<file path="src/verilog/dma_pkg.sv">
package dma_pkg;

  // Bus widths
  localparam int ADDR_W  = 32;
  localparam int DATA_W  = 32;
  localparam int COUNT_W = 16;

  // Command table geometry
  localparam int CMD_DEPTH = 8;
  localparam int CMD_IDX_W = 3;

  typedef logic [ADDR_W-1:0]    addr_t;
  typedef logic [DATA_W-1:0]    data_t;
  typedef logic [COUNT_W-1:0]   count_t;
  typedef logic [CMD_IDX_W-1:0] cmd_idx_t;

  // Channel FSM
  typedef enum logic [2:0] {
    IDLE     = 3'd0,
    FETCH    = 3'd1,
    LOAD     = 3'd2,
    ACTIVE   = 3'd3,
    DRAIN    = 3'd4,
    FINISHED = 3'd5
  } chan_state_t;

endpackage
</file>
<file path="src/verilog/dma_cmd_table.sv">
`timescale 1ns/1ps

module dma_cmd_table (
  input  logic              clk,
  input  logic              rst,
  input  logic              i_we,
  input  dma_pkg::cmd_idx_t i_waddr,
  input  dma_pkg::addr_t    i_src,
  input  dma_pkg::addr_t    i_dst,
  input  dma_pkg::count_t   i_count,
  input  logic              i_src_inc,
  input  logic              i_src_dec,
  input  logic              i_dst_inc,
  input  logic              i_dst_dec,
  input  logic              i_cont,
  input  dma_pkg::cmd_idx_t i_next,
  input  dma_pkg::cmd_idx_t i_raddr,
  output dma_pkg::addr_t    o_src,
  output dma_pkg::addr_t    o_dst,
  output dma_pkg::count_t   o_count,
  output logic              o_src_inc,
  output logic              o_src_dec,
  output logic              o_dst_inc,
  output logic              o_dst_dec,
  output logic              o_cont,
  output dma_pkg::cmd_idx_t o_next
);
  import dma_pkg::*;

  addr_t    src_mem   [CMD_DEPTH];
  addr_t    dst_mem   [CMD_DEPTH];
  count_t   count_mem [CMD_DEPTH];
  // src_inc, src_dec, dst_inc, dst_dec, cont
  logic [4:0] flag_mem [CMD_DEPTH];
  cmd_idx_t next_mem  [CMD_DEPTH];

  always_ff @(posedge clk) begin
    if (rst) begin
      for (int i = 0; i < CMD_DEPTH; i++) begin
        src_mem[i]   <= '0;
        dst_mem[i]   <= '0;
        count_mem[i] <= '0;
        flag_mem[i]  <= '0;
        next_mem[i]  <= '0;
      end
    end else if (i_we) begin
      src_mem[i_waddr]   <= i_src;
      dst_mem[i_waddr]   <= i_dst;
      count_mem[i_waddr] <= i_count;
      flag_mem[i_waddr]  <= {i_src_inc, i_src_dec, i_dst_inc, i_dst_dec, i_cont};
      next_mem[i_waddr]  <= i_next;
    end
  end

  // Registered read, data lines up with the arbiter's valid
  always_ff @(posedge clk) begin
    o_src   <= src_mem[i_raddr];
    o_dst   <= dst_mem[i_raddr];
    o_count <= count_mem[i_raddr];
    {o_src_inc, o_src_dec, o_dst_inc, o_dst_dec, o_cont} <= flag_mem[i_raddr];
    o_next  <= next_mem[i_raddr];
  end

endmodule

</file>
<file path="config.mk">
export PLATFORM = sky130hd
export DESIGN_NAME = dma_cmd_table
export DESIGN_NICKNAME = d
export VERILOG_FILES = /design/src/verilog/dma_pkg.sv /design/src/verilog/dma_cmd_table.sv
export SDC_FILE = /design/constraint.sdc
export NUM_CORES = 1
export LEC_CHECK = 0
export ABC_CLOCK_PERIOD_IN_PS = 7700
export BUFFER_PORTS_ARGS = -buffer_cell sky130_fd_sc_hd__buf_2
export CORE_MARGIN = 1
export CORE_UTILIZATION = 28
export DETAILED_ROUTE_END_ITERATION = 8
export PLACE_DENSITY = 0.41
export SLEW_MARGIN = 20
export SYNTH_ARGS = -nofsm -noshare
export SYNTH_HDL_FRONTEND = slang
export SYNTH_SLANG_ARGS = --single-unit
</file>
<file path="constraint.sdc">
create_clock -name clk -period 7.7 [get_ports clk]
set_clock_uncertainty 0.05 [all_clocks]
set_input_delay 1.54 -clock clk [delete_from_list [all_inputs] [get_ports clk]]
set_output_delay 1.54 -clock clk [all_outputs]
set_load 0.01 [all_outputs]
</file>
==> flow_metrics.py <==
metrics = {
    "run_status": {
        "status": "completed",
    },
    "route": {
        "highest_layer": "met5",
        "met2_length_um": 46200,
        "via_count": 18700,
        "postRouteAntennaNets": 0,
        "drt_wl_total_um": 92000,
        "met1_length_um": 40000,
        "wl_met3_um": 4110,
        "vias_per_cell": 4.96,
        "drc": 0,
        "drt_first_pass_iters": 5,
        "wl_per_cell_um": 24.3,
        "drtIter0Drc": 1226,
    },
    "timing": {
        "drv_slew": 0,
        "tns_ns": 0,
        "fin_crit_sh_pct": 58.2,
        "fin_crit_ns": 4.48,
        "setup_viol": 0,
        "rsz0062_at_grt": "false",
        "hold_viol_final": 0,
        "max-slew-margin-rel_pct": 26.5,
        "clock.fmax_mhz": 223,
        "worst_pin_slew_ns": 1.10,
        "setup_slack_ns": 3.22,
    },
    "setup_path": {
        "crit_chain": "buf_2, or3b_4, buf_12, buf_16, buf_4, nor3_1",
        "cp.arrival_ns": 4.78,
        "critical_path_class": "in2reg",
        "cp.required_ns": 8.00,
        "cp_max_fo": 116,
        "crit_family": "buffers and inverters",
        "cp-start-kind": "input pin",
        "cp.buffers_inverters": 4,
        "cp-end-kind": "flip-flop",
        "max_stage_delay_ns": 0.92,
        "crit_path_top_delay_cell": "or3b_4",
    },
    "cells_and_area": {
        "drive_gt1_share_pct": 28.5,
        "area_delta_synth_final_pct": 17.0,
        "n_antenna_cell": 0,
        "fin_nets": 2273,
    },
    "yosys": {
        "synth_cell_type_count": 16,
        "synth_top_area_share_pct": 64.6,
        "yosysWarnings": 0,
        "ys_seq_area_share_pct": 69.9,
        "syn_area_um2": 32700,
        "netlist_instances": 2070,
        "syn_avg_cell_area_um2": 15.8,
        "yosysTopAreaCell": "edfxtp_1",
        "syn-num-nets": 2167,
        "synth_area_leaders": "edfxtp_1 65%, mux4_2 12%, nor3_1 11%",
        "synth-seq-cells": 792,
    },
    "global_route": {
        "grt_max_degree": 215,
        "grt_pass1_vias": 20000,
        "antenna_found_initial": 3,
        "grt_first_pass_wirelength_um": 136000,
        "grt_usage_pct": 15.7,
        "grt_overflow": 0,
    },
    "cts": {
        "cts_hold_buf": 0,
        "cts_buffers": 93,
        "tritoncts": "built",
        "clk_path_buf_depth": 3,
        "clk_pin_slew_ns": 0.06,
        "clk_latency_ns": 0.65,
        "clkSinkCount": 792,
        "htree_levels": 3,
        "cts_setup_buffers": 0,
        "root_buffer": "clkbuf_16",
        "cts-resized-gates": 0,
    },
    "floorplanning": {
        "pin_count": 185,
        "die_w_um": 344,
        "die_area_um2": 118000,
        "core.rowCount": 125,
        "core_um2": 116000,
        "die_h_um": 344,
        "start_util_pct": 28.2,
    },
    "place": {
        "port_buffers": 184,
        "place_ws_ns": 2.65,
        "gp_congestion": 0.692,
        "dp_hpwl_um": 46400,
    },
    "worst_hold_path": {
        "hold_class": "reg2reg",
    },
    "pwr": {
        "peakVddDrop_mv": 0.156,
        "power_density_nw_per_um2": 271,
        "p_leak_nw": 12.0,
        "fin_total_pwr_mw": 10.4,
    },
    "job": {
        "drv_cap": 0,
    },
}
## cell families (layout without fill, tap and decap cells)
family,after synthesis,after routing,share of synthesized area [%]
buf+inv,296,480,3.86
compound gates,8,8,0.183
flops,792,792,69.9
mux,264,264,15.1
simple gates,710,710,10.9
## final timing paths
kind / start / endpoint / slack, ns / cells past startpoint
max: i_we / src_mem[2][23] / 3.22 / 6
min: dst_mem[2][20] / o_dst[20] / 0.63 / 2
max reg2reg: src_mem[7][30] / o_src[30] / 6.33 / 2
min reg2reg: dst_mem[2][20] / o_dst[20] / 0.63 / 2
## routing by layer
metal | global-route usage [%] | up-vias
li1 | - | 8341
met1 | 20.7 | 9882
met2 | 27.0 | 394
met3 | 2.45 | 108
met4 | 3.98 | 2
met5 | 0 | -
## power breakdown
group | switching [mW] | internal [mW] | leakage, nW
sequential | 0.0921 | 4.98 | 7.49
clock | 1.76 | 2.70 | 1.54
combinational | 0.539 | 0.319 | 2.93
total | 2.39 | 8.00 | 12.0
## synth_stat cells, drive strengths merged
cell,number
edfxtp,704
nor3,704
mux4,176
clkbuf,150
clkinv,88
dfxtp,88
mux2,88
buf,58
o21bai,8
nand2b,2
nand2,1
nand3b,1
or2,1
or3b,1
## sequential cells by signal, summed over array words and instances, names as in the netlist, 3 cells and up
name       cells
dst_mem      256
src_mem      256
count_mem    128
flag_mem      40
o_dst         32
o_src         32
next_mem      24
o_count       16
o_next         3
## layout by cell type, fill, tap and decap left out
| master | netlist | layout |
|---|---|---|
| nor3_1 | 704 | 704 |
| edfxtp_1 | 704 | 704 |
| buf_2 | 26 | 181 |
| mux4_2 | 176 | 176 |
| clkbuf_16 | 0 | 97 |
| clkinv_1 | 88 | 92 |
| mux2_2 | 88 | 88 |
| dfxtp_1 | 88 | 88 |
| buf_4 | 0 | 25 |
| clkbuf_1 | 150 | 22 |
| clkinv_2 | 0 | 20 |
| clkbuf_8 | 0 | 18 |
| o21bai_4 | 0 | 8 |
| buf_12 | 0 | 8 |
| bufinv_16 | 0 | 7 |
| clkinvlp_4 | 0 | 3 |
| nand2b_4 | 0 | 2 |
| inv_6 | 0 | 2 |
| buf_16 | 0 | 2 |
| or3b_4 | 0 | 1 |
| nand3b_1 | 1 | 1 |
| nand2_4 | 0 | 1 |
| or2_4 | 0 | 1 |
| clkinv_4 | 0 | 1 |
| buf_8 | 0 | 1 |
| buf_6 | 16 | 1 |
## tightest hold or removal path, delay by kind of cell, from the launching register on
kind / cells / cell delay (ns)
DFF: 1 / 0.31
muxes: 2 / 0.34
## final cells by class
cell class,instances,area (µm²)
clock buffer,136,2740
clock inverter,37,374
fill,11300,77700
inverter,88,330
multi-input combinational,982,8690
sequential,792,22900
tap,1524,1910
timing repair buffer,219,1350
## per-stage QoR
step                area, µm²  cells  util, %  hold slack [ns]
finish                  38300   3778     33.0            0.631
global route            38300   3778     33.0            0.649
CTS                     38200   3776     33.0            0.636
detailed placement      35100   3603     30.3            0.623
global placement        35100   3603     30.3            0.617
floorplan               32700   2070        -            0.607
Power figures use the tool's default switching activity.
