===== config.mk =====
export PLATFORM = sky130hd
export DESIGN_NAME = dma_channel
export DESIGN_NICKNAME = d
export VERILOG_FILES = /design/src/verilog/dma_pkg.sv /design/src/verilog/dma_channel.sv
export SDC_FILE = /design/constraint.sdc
export NUM_CORES = 1
export LEC_CHECK = 0
export ABC_AREA = 1
export BUFFER_PORTS_ARGS = -buffer_cell sky130_fd_sc_hd__buf_2
export CAP_MARGIN = 30
export CORE_MARGIN = 8
export CORE_UTILIZATION = 50
export CTS_BUF_LIST = sky130_fd_sc_hd__clkbuf_16
export DETAILED_ROUTE_END_ITERATION = 8
export GPL_TIMING_DRIVEN = 0
export PLACE_DENSITY = 0.74
export SYNTH_ARGS = -nofsm -noshare
export SYNTH_HDL_FRONTEND = slang
export SYNTH_SLANG_ARGS = --single-unit

===== constraint.sdc =====
create_clock -name clk -period 5.15 [get_ports clk]
set_input_delay 0 -clock clk [delete_from_list [all_inputs] [get_ports clk]]
set_output_delay 0 -clock clk [all_outputs]
set_load 0.05 [all_outputs]

===== src/verilog/dma_pkg.sv =====
package dma_pkg;

  // Bus widths
  localparam int ADDR_W  = 32;
  localparam int DATA_W  = 32;
  localparam int COUNT_W = 16;

  // Command table geometry
  localparam int CMD_DEPTH = 8;
  localparam int CMD_IDX_W = 3;

  typedef logic [ADDR_W-1:0]    addr_t;
  typedef logic [DATA_W-1:0]    data_t;
  typedef logic [COUNT_W-1:0]   count_t;
  typedef logic [CMD_IDX_W-1:0] cmd_idx_t;

  // Channel FSM
  typedef enum logic [2:0] {
    IDLE     = 3'd0,
    FETCH    = 3'd1,
    LOAD     = 3'd2,
    ACTIVE   = 3'd3,
    DRAIN    = 3'd4,
    FINISHED = 3'd5
  } chan_state_t;

endpackage

===== src/verilog/dma_channel.sv =====
`timescale 1ns/1ps

module dma_channel #(
  parameter int MAX_CREDITS = 4
) (
  input  logic              clk,
  input  logic              rst,
  input  logic              i_enable,
  input  dma_pkg::cmd_idx_t i_start_idx,
  output logic              o_fetch_req,
  output dma_pkg::cmd_idx_t o_fetch_idx,
  input  logic              i_fetch_gnt,
  input  logic              i_fetch_valid,
  input  dma_pkg::addr_t    i_cmd_src,
  input  dma_pkg::addr_t    i_cmd_dst,
  input  dma_pkg::count_t   i_cmd_count,
  input  logic              i_cmd_src_inc,
  input  logic              i_cmd_src_dec,
  input  logic              i_cmd_dst_inc,
  input  logic              i_cmd_dst_dec,
  input  logic              i_cmd_cont,
  input  dma_pkg::cmd_idx_t i_cmd_next,
  output logic              o_src_strobe,
  output dma_pkg::addr_t    o_src_addr,
  input  dma_pkg::data_t    i_src_data,
  input  logic              i_snk_credit,
  output logic              o_snk_valid,
  output dma_pkg::addr_t    o_snk_addr,
  output dma_pkg::data_t    o_snk_data,
  output logic              o_busy,
  output logic              o_done
);
  import dma_pkg::*;

  localparam int CRED_W = $clog2(MAX_CREDITS + 1);
  localparam logic [CRED_W-1:0] CRED_MAX = CRED_W'(MAX_CREDITS);

  chan_state_t state;
  cmd_idx_t    cmd_idx;
  count_t      remaining;
  logic        stop;

  // Working copy of the current command
  addr_t    src_addr;
  addr_t    dst_addr;
  logic     src_inc;
  logic     src_dec;
  logic     dst_inc;
  logic     dst_dec;
  logic     cont;
  cmd_idx_t next_idx;

  logic [CRED_W-1:0] credits;
  logic              credit_take;
  logic              strobe;

  function automatic addr_t step(addr_t addr, logic inc, logic dec);
    if (inc) begin
      return addr + 1'b1;
    end else if (dec) begin
      return addr - 1'b1;
    end
    return addr;
  endfunction

  assign strobe = (state == ACTIVE) && (credits != '0) && (remaining != '0);

  // A full counter still accepts a credit when a strobe spends one
  assign credit_take = i_snk_credit && ((credits != CRED_MAX) || strobe);

  assign o_src_strobe = strobe;
  assign o_src_addr   = src_addr;
  assign o_fetch_req  = (state == FETCH);
  assign o_fetch_idx  = cmd_idx;
  assign o_busy       = (state != IDLE);
  assign o_done       = (state == FINISHED);

  always_ff @(posedge clk) begin
    if (rst) begin
      credits <= '0;
    end else begin
      case ({credit_take, strobe})
        2'b10:   credits <= credits + 1'b1;
        2'b01:   credits <= credits - 1'b1;
        default: credits <= credits;
      endcase
    end
  end

  always_ff @(posedge clk) begin
    if (rst) begin
      state     <= IDLE;
      cmd_idx   <= '0;
      remaining <= '0;
      stop      <= 1'b0;
    end else begin
      // Enable loss ends the chain after the current command
      if (!i_enable && state != IDLE) begin
        stop <= 1'b1;
      end
      case (state)
        IDLE: begin
          stop <= 1'b0;
          if (i_enable) begin
            cmd_idx <= i_start_idx;
            state   <= FETCH;
          end
        end
        FETCH: begin
          if (i_fetch_gnt) begin
            state <= LOAD;
          end
        end
        LOAD: begin
          if (i_fetch_valid) begin
            remaining <= i_cmd_count;
            state     <= ACTIVE;
          end
        end
        ACTIVE: begin
          if (strobe) begin
            remaining <= remaining - 1'b1;
          end
          // Last write leaves on the cycle after remaining hits zero
          if (remaining == '0) begin
            state <= DRAIN;
          end
        end
        DRAIN: begin
          if (cont && !stop && i_enable) begin
            cmd_idx <= next_idx;
            state   <= FETCH;
          end else begin
            state <= FINISHED;
          end
        end
        FINISHED: begin
          if (!i_enable) begin
            state <= IDLE;
          end
        end
        default: state <= IDLE;
      endcase
    end
  end

  // Address generators and command fields
  always_ff @(posedge clk) begin
    if (state == LOAD && i_fetch_valid) begin
      src_addr <= i_cmd_src;
      dst_addr <= i_cmd_dst;
      src_inc  <= i_cmd_src_inc;
      src_dec  <= i_cmd_src_dec;
      dst_inc  <= i_cmd_dst_inc;
      dst_dec  <= i_cmd_dst_dec;
      cont     <= i_cmd_cont;
      next_idx <= i_cmd_next;
    end else if (strobe) begin
      src_addr <= step(src_addr, src_inc, src_dec);
      dst_addr <= step(dst_addr, dst_inc, dst_dec);
    end
  end

  // Sink write one cycle behind the strobe
  always_ff @(posedge clk) begin
    if (rst) begin
      o_snk_valid <= 1'b0;
    end else begin
      o_snk_valid <= strobe;
    end
  end

  always_ff @(posedge clk) begin
    if (strobe) begin
      o_snk_data <= i_src_data;
      o_snk_addr <= dst_addr;
    end
  end

endmodule


==> out/results.tsv, run 1 <==
metric	value	unit
Port-buffer cells	231	
f_max	324.3	MHz
Pwr Total	5.795	mW
H-tree levels	4	
Yosys cell types	32	
Worst-path clk slew	0.07	ns
Skew-Pair Late Insertion Delay	0.44	ns
Post-synth top cells	641 x nand2_1, 268 x inv_1, 136 x edfxtp_1	
CTS tree	done	
synthesized area	11160	um2
Antenna diodes	0	
GR Overflow Total	0	
top post-synthesis cells by area	edfxtp_1 37%, nand2_1 22%, inv_1 9.0%	
Slew HR	53.16	%
FFs w/ async S/R, synth	0	%
top-count cell post-synth	nand2_1	
Die W	165.4	um
Synth Instances	1589	
PwrDens	395.2	nW/um2
Initial Util	50.97	%
Overall Global Routing Usage	25.49	%
final worst path period need	3.083	ns
Max-Cap Viols	0	
worst path arrival time	3.26	ns
fraction of the yosys area taken by sequential cells	41.45	%
final setup TNS	0	ns
actual slew at the worst max-slew pin	0.7025	ns
CP required	5.33	ns
Nets	2164	
Vias	11450	
core box area	21890	um2
I/O pins	233	
Crit Path Max Fanout	19	
Worst Skew	0.01875	ns
First DRT Iteration DRCs	821	
share of layout cells above drive strength 1	15.58	%
CTS Buffer Depth	2	
syn nets	1783	
Cells after DPL	2105	
post-route insts no fill	2263	
Setup violations, final	0	
post-synth top area share	36.60	%
antenna violations before repair	0	
die area	27350	um2
cell taking the most area after synthesis	edfxtp_1	
final hold viol count	0	
DR pass1 iterations	5	
Post-route DRC	0	
first-pass GRT wire length	55010	um
Leakage Power	7.662	nW
Yosys reg bits	163	
drt wl/cell	15.47	um
final wirelength	35010	um
Post-CTS Setup Bufs	0	
DP Wirelength	26030	um
Peak VDD IR	0.2056	mV
clock root cell	clkbuf_16	
status	completed	
vias per std cell	5.058	
CTS Sinks	163	
CP Capture Type	register	
area growth from synthesis to layout	31.43	%
final hold slack	0.03859	ns
Die Ht	165.4	um
Setup CP Type	reg -> reg	
Slew Limit Fails	0	
crit start category	register	
HP Class	in -> reg	
largest net degree at the start of global routing	48	
# rows	54	
EDFF count, synth	136	
RSZ-0062 raised after global routing	false	
Post-synth top flop	edfxtp_1	
vias in the first global route	11250	
gpl congestion	0.9680	
Post-Syn Area per Cell	7.021	um2
antenna viol nets, final	0	
Ys Warns	0	
TritonCTS buffer count	17	
fin crit share	59.87	%
==> flip-flops by register name, summed over array words and instances (netlist names), 3 cells and up <==
name	cells
state	3
next_idx	3
o_snk_data	32
o_snk_addr	32
o_fetch_idx	3
o_src_addr	32
credits	3
remaining	16
dst_addr	32
==> path summary, 6_finish.rpt <==
| kind | cells after the start | from | endpoint | slack, ns |
|---|---|---|---|---|
| worst min register to register | 0 | dst_addr[18] | o_snk_addr[18] | 0.46 |
| worst max-delay path | 12 | dst_inc | dst_addr[28] | 2.07 |
| worst max register to register | 12 | dst_inc | dst_addr[28] | 2.07 |
| worst min-delay path | 2 | rst | o_snk_valid | 0.04 |
==> worst max-delay path, cell delays in order, from the launching register on <==
cell and delay (ns):
edfxtp_1 0.53, inv_1 0.35, buf_16 0.28, ha_1 0.36, nand2_1 0.13, nor2_1 0.37
nand3_1 0.13, nand3_1 0.24, nand2_1 0.16, nand2_1 0.09, nand2_1 0.05, nand3_1 0.07
nand2_1 0.06
==> cell type report <==
type	instances	area (um2)
Buffer	21	92.59
Clock buffer	19	475.5
Clock inverter	13	118.9
Fill cell	1929	7227
Inverter	271	1018
Multi-Input combinational cell	1134	5444
Sequential cell	163	4624
Tap cell	280	350.3
Timing Repair Buffer	362	2540
==> power breakdown <==
part,internal (mW),switching [mW]
Sequential,1.71,0.112
Clock,0.731,0.582
Combinational,0.865,1.80
==> timing repair <==
item                                   4_1_cts  5_1_grt
hold buffers                               126        0
resized for setup                            0        0
setup endpoints to repair                    0        0
endpoints found under the hold margin      128        0
==> layout by cell type, fill, tap and decap left out, drive strengths merged <==
cell type and instances:
a211oi 1, a21boi 1, a21o 4, a21oi 64
a31oi 7, buf 247, bufinv 1, clkbuf 29
clkinv 5, dfxtp 27, dlygate4sd3 126, edfxtp 136
fa 3, ha 62, inv 278, nand2 644
nand3 111, nand3b 8, nand4 4, nor2 116
nor3 13, nor4 2, o211ai 1, o21ai 48
o21bai 4, or2 22, xnor2 14, xor2 5
==> per-layer routing <==
metal / up-vias / routed length, um / GRT usage (%)
met5: - / 0 / 0
met4: 0 / 862 / 8.766
met3: 56 / 2716 / 5.255
met2: 422 / 16230 / 43.04
met1: 5175 / 15200 / 31.96
li1: 5793 / - / -
==> metrics by stage <==
| step | utilization (%) | worst slack [ns] | area, um2 |
|---|---|---|---|
| 4_1_cts | 66.99 | 2.142 | 14660 |
| 5_1_grt | 66.99 | 1.930 | 14660 |
| 3_5_place_dp | 58.51 | 2.163 | 12810 |
| 3_3_place_gp | 57.85 | -0.2201 | 12660 |
| 2_1_floorplan | - | 1.539 | 11160 |
| 6_report | 66.99 | 2.067 | 14660 |
==> kinds of logic (layout without fill, tap and decap cells) <==
family,Yosys count,after routing,share of synthesized area [%]
simple gates,920,920,33.42
buf+inv,292,686,9.958
flops,163,163,41.45
compound gates,130,130,6.191
fa+ha+maj,65,65,7.491
xor+xnor,19,19,1.492
No activity file was read; power rests on OpenSTA's default activity.
==> run 2: changes to the inputs <==
Clock period 5.15 ns to 2.9 ns, I/O delays scaled along.
==> run 2 against run 1 <==
  * Largest power group unchanged
  * Flip-flop and latch count unchanged
  * Sequential share of layout area down 0.17 points
  * Critical endpoint unchanged
  * Utilization up 0.37 points
==> out/results.tsv, run 2 (synthesized netlist as in run 1, its figures left out) <==
metric	value	unit
status	completed	
clock root cell	clkbuf_16	
area of the multi-input gates	5456	um2
Crit Path Max Fanout	19	
Overall Global Routing Usage	25.48	%
Slew Limit Fails	0	
Worst-path clk slew	0.08	ns
reg2reg path depth	11	
Leakage Power	7.689	nW
actual slew at the worst max-slew pin	0.7134	ns
CP Capture Type	register	
final worst path period need	2.832	ns
Skew-Pair Late Insertion Delay	0.44	ns
H-tree levels	4	
Initial Util	50.97	%
Setup CP Type	reg -> reg	
Worst path depth	11	
Post-route DRC	0	
CTS tree	done	
Vias	11510	
Power Internal	5.884	mW
worst reg-to-reg setup slack	0.07	ns
Min-Delay Endpoint	o_snk_valid	
dpl ws	-0.08682	ns
Die W	165.4	um
GR Overflow Total	0	
first-pass GRT wire length	55030	um
Slew HR	52.44	%
Peak VDD IR	0.3768	mV
most frequent cells in the layout	638 x nand2_1, 267 x inv_1, 242 x buf_2	
antenna viol nets, final	0	
post-route insts no fill	2271	
Flop pwr share	31.3	%
Hold Path Origin	rst	
Setup violations, final	0	
final wirelength	35150	um
antenna violations before repair	0	
crit-path leading delay family	simple AND/OR/NAND/NOR gates	
HP Class	in -> reg	
Reg area	4624	um2
setup ws final	0.06805	ns
vias per std cell	5.067	
share of layout cells above drive strength 1	16.27	%
CP Cell Sequence	clkinvlp_4 -> buf_16 -> ha_1 -> nand2_1 -> nand2_1 -> a21oi_1 -> nand3_1 -> nand2_1 -> nand3_1 -> nand3_1 -> nand2_1	
CP max stage cell	edfxtp_1	
die area	27350	um2
f_max	353.1	MHz
Antenna diodes	0	
Port-buffer cells	231	
DP Wirelength	26030	um
Nets	2172	
Worst Skew	0.01806	ns
area growth from synthesis to layout	32.15	%
# rows	54	
core box area	21890	um2
Crit Reg-Reg Endpoint	dst_addr[28]	
crit start category	register	
Psw	4.441	mW
CP required	3.08	ns
largest net degree at the start of global routing	48	
Pwr Total	10.32	mW
most numerous cell on the critical path	nand2_1	
fin crit share	97.65	%
FF-to-FF Start	dst_inc	
worst path arrival time	3.01	ns
First DRT Iteration DRCs	834	
clock power share	22.7	%
CTS Buffer Depth	2	
Bufs and invs on worst path	2	
Cells after DPL	2105	
vias in the first global route	11250	
TritonCTS buffer count	17	
Die Ht	165.4	um
# fillers	1927	
drt wl/cell	15.48	um
gpl congestion	0.9680	
Hold Path Depth	2	
PwrDens	700.2	nW/um2
DR pass1 iterations	5	
most common cell after layout, fill and taps aside	nand2_1	
final hold viol count	0	
Max-Cap Viols	0	
CTS Sinks	163	
Switching Share	43.01	%
I/O pins	233	
final hold slack	0.04884	ns
Comb pwr share	46.0	%
max incr delay on CP	0.51	ns
run 2: cell count changes in the layout (fill, tap and decap cells not counted), sizes merged:
cell,delta
buf,+8
clkinvlp,+2
inv,-2
run 2: worst max path at each step:
stage | startpoint | end
after floorplan | state[1] | dst_addr[0]
after global placement | state[1] | dst_addr[17]
after detailed placement | dst_inc | dst_addr[9]
after CTS | dst_inc | dst_addr[28]
after global routing | src_inc | o_src_addr[30]
final | dst_inc | dst_addr[28]
run 2: cell type report:
class,count,share of cell area [%]
multi-input cells,1134,37.01
flip-flops and latches,163,31.36
repair buffers,370,17.63
inverters,271,6.959
clock buffers,19,3.225
well taps,280,2.376
clock inverters,13,0.8062
plain buffers,21,0.6280
run 2: repair_timing:
action                                  in CTS  in global routing
endpoints found under the setup margin      11                 26
setup buffers                                1                  7
resized for setup                            1                  6
endpoints found under the hold margin      128                  0
hold buffers                               126                  0
run 2: per-layer routing:
layer	vias up	global-route usage, %	wire length, um
met4	0	8.888	843
met2	458	42.99	16300
met1	5174	31.85	14910
met5	-	0	0
met3	61	5.354	3099
li1	5814	-	-
run 2: metrics by stage:
stage | util [%] | area, um2 | setup TNS (ns)
after global routing | 67.35 | 14740 | -0.0007769
after global placement | 57.85 | 12660 | -185.75
after CTS | 67.04 | 14680 | 0
final | 67.35 | 14740 | 0
after detailed placement | 58.51 | 12810 | -0.4899
after floorplan | - | 11160 | -45.55
run 2: power by group through the flow:
stage	combinational [mW]	sequential [mW]	clock (mW)
floorplan	2.91	3.65	0
global placement	4.33	3.31	0
detailed placement	4.49	3.28	0
CTS	4.66	3.23	2.36
global route	5.29	3.26	2.45
finish	4.75	3.24	2.34
==> run 3: changes to the inputs <==
Settings changed: GPL_TIMING_DRIVEN 0 to unset.
==> run 3 against run 2 <==
  * Final cell count is 0.62% lower
  * Register-to-register slack better by 0.31 ns
  * Clock skew is 0.0045 ns lower
  * Final area is 1.1% lower
  * First-iteration DRC count is 6.4% lower
  * Clock power is 5% lower
  * Hold slack worse by 0.037 ns
  * Combinational power is 4% lower
  * Largest cell class unchanged
==> out/results.tsv, run 3 (synthesized netlist as in run 1, its figures left out) <==
metric	value	unit
Worst Skew	0.01359	ns
Slew HR	59.12	%
met3 Usage GRT	4.735	%
vias in the first global route	11010	
CP Cell Sequence	inv_1 -> buf_4 -> buf_4 -> ha_1 -> nand2_1 -> nor2_1 -> inv_1 -> o21bai_1 -> nand2_1 -> nand3_1 -> nand2_1 -> nand3_1 -> nand2_1	
Top Usage Layer GRT	met2	
# rows	54	
HP Class	in -> reg	
Initial Util	50.97	%
Slew Limit Fails	0	
Max-Cap Viols	0	
PwrDens	688.4	nW/um2
clock root cell	clkbuf_16	
worst reg-to-reg setup slack	0.38	ns
Nets	2157	
reg2reg path depth	13	
area growth from synthesis to layout	30.74	%
most numerous cell on the critical path	nand2_1	
Worst-path clk slew	0.07	ns
TritonCTS buffer count	17	
H-tree levels	4	
Overall Global Routing Usage	24.61	%
Setup CP Type	reg -> reg	
gpl congestion	0.9539	
Setup violations, final	0	
Hold Path Depth	7	
fin crit share	86.94	%
# fillers	1910	
first-pass GRT wire length	53500	um
Hold Path Origin	i_fetch_gnt	
CP required	3.08	ns
final core utilization	66.63	%
crit start category	register	
actual slew at the worst max-slew pin	0.6123	ns
CP max stage cell	ha_1	
CP Capture Type	register	
DP Wirelength	25400	um
most frequent cells in the layout	641 x nand2_1, 268 x inv_1, 232 x buf_2	
Peak VDD IR	0.4069	mV
GR Overflow Total	0	
Vias	11220	
GR Util met2	42.45	%
CTS hold repair buffers	125	
core box area	21890	um2
Skew-Pair Late Insertion Delay	0.43	ns
antenna viol nets, final	0	
final hold viol count	0	
FF-to-FF Start	dst_inc	
Crit Reg-Reg Endpoint	dst_addr[24]	
DR pass1 iterations	5	
worst path arrival time	2.70	ns
final wirelength	33620	um
drt wl/cell	14.90	um
f_max	396.6	MHz
Crit Path Max Fanout	16	
Bufs and invs on worst path	4	
Post-route DRC	0	
Post-CTS Setup Bufs	0	
Die Ht	165.4	um
First DRT Iteration DRCs	781	
most common cell after layout, fill and taps aside	nand2_1	
final hold slack	0.01147	ns
RSZ-0062 raised after global routing	false	
grt met1 use	30.99	%
CTS resizes	0	
final worst path period need	2.521	ns
status	completed	
crit-path leading delay family	simple AND/OR/NAND/NOR gates	
CTS Sinks	163	
CTS tree	done	
vias per std cell	4.970	
Min-Delay Endpoint	state[1]	
Port-buffer cells	232	
share of layout cells above drive strength 1	15.94	%
largest net degree at the start of global routing	59	
Leakage Power	7.637	nW
I/O pins	233	
Die W	165.4	um
max incr delay on CP	0.37	ns
die area	27350	um2
CTS Buffer Depth	2	
antenna violations before repair	1	
-- run 3: changes by cell type in the layout (fill, tap and decap cells not counted), moves of 2 or more --
cell      previous run  this run
buf_4                8        16
nand2_2              5         2
nand2_1            638       641
buf_2              242       232
nor2_1             113       115
buf_16               3         0
clkbuf_1            10         0
nor2_2               2         0
o21ai_4              2         0
o21ai_2              1         3
inv_8                1         3
-- run 3: how the worst max path moves through the flow --
stage	slack, ns	startpoint	cells past startpoint	endpoint
final	0.38	dst_inc	13	dst_addr[24]
after CTS	0.36	remaining[0]	9	o_src_strobe
after global placement	0.42	dst_inc	13	dst_addr[24]
after detailed placement	0.39	dst_inc	13	dst_addr[24]
after floorplan	-0.71	state[1]	6	dst_addr[0]
after global routing	0.15	dst_inc	13	dst_addr[24]
-- run 3: layout make-up --
type	instances	area, um2	area share, %
antenna	1	2.502	0.01716
clock buffer	18	450.4	3.088
inverter	271	1018	6.982
timing repair buffer	376	2592	17.77
tap	280	350.3	2.402
sequential	163	4624	31.70
multi-input combinational	1134	5434	37.25
clock inverter	14	113.9	0.7806
-- run 3: report_power, final --
group          internal (mW)  switching (mW)
clock network           1.18            1.04
logic                   1.52            3.05
registers               3.04           0.221
total                   5.73            4.31
-- run 3: worst min-delay path, delay by kind of cell --
kind	cells	cell delay, ns
AOI/OAI and AO/OA	1	0.06
buffers and inverters	4	0.22
and+or+nand+nor	2	0.10
-- run 3: metal layers --
layer,routed length [um],share of wire (%)
met4,651,1.9
met2,15690,47
met3,2604,7.7
met5,0,0
met1,14670,44
-- run 3: per-stage QoR --
step / std cells / area (um2) / power, mW / TNS [ns] / setup slack (ns)
detailed placement: 2099 / 12770 / 7.690 / 0 / 0.3915
finish: 2257 / 14590 / 10.04 / 0 / 0.3788
global placement: 2099 / 12770 / 7.604 / 0 / 0.4196
global route: 2257 / 14590 / 10.76 / 0 / 0.1521
CTS: 2256 / 14580 / 10.05 / 0 / 0.3551
floorplan: 1589 / 11160 / 6.557 / -45.55 / -0.7108
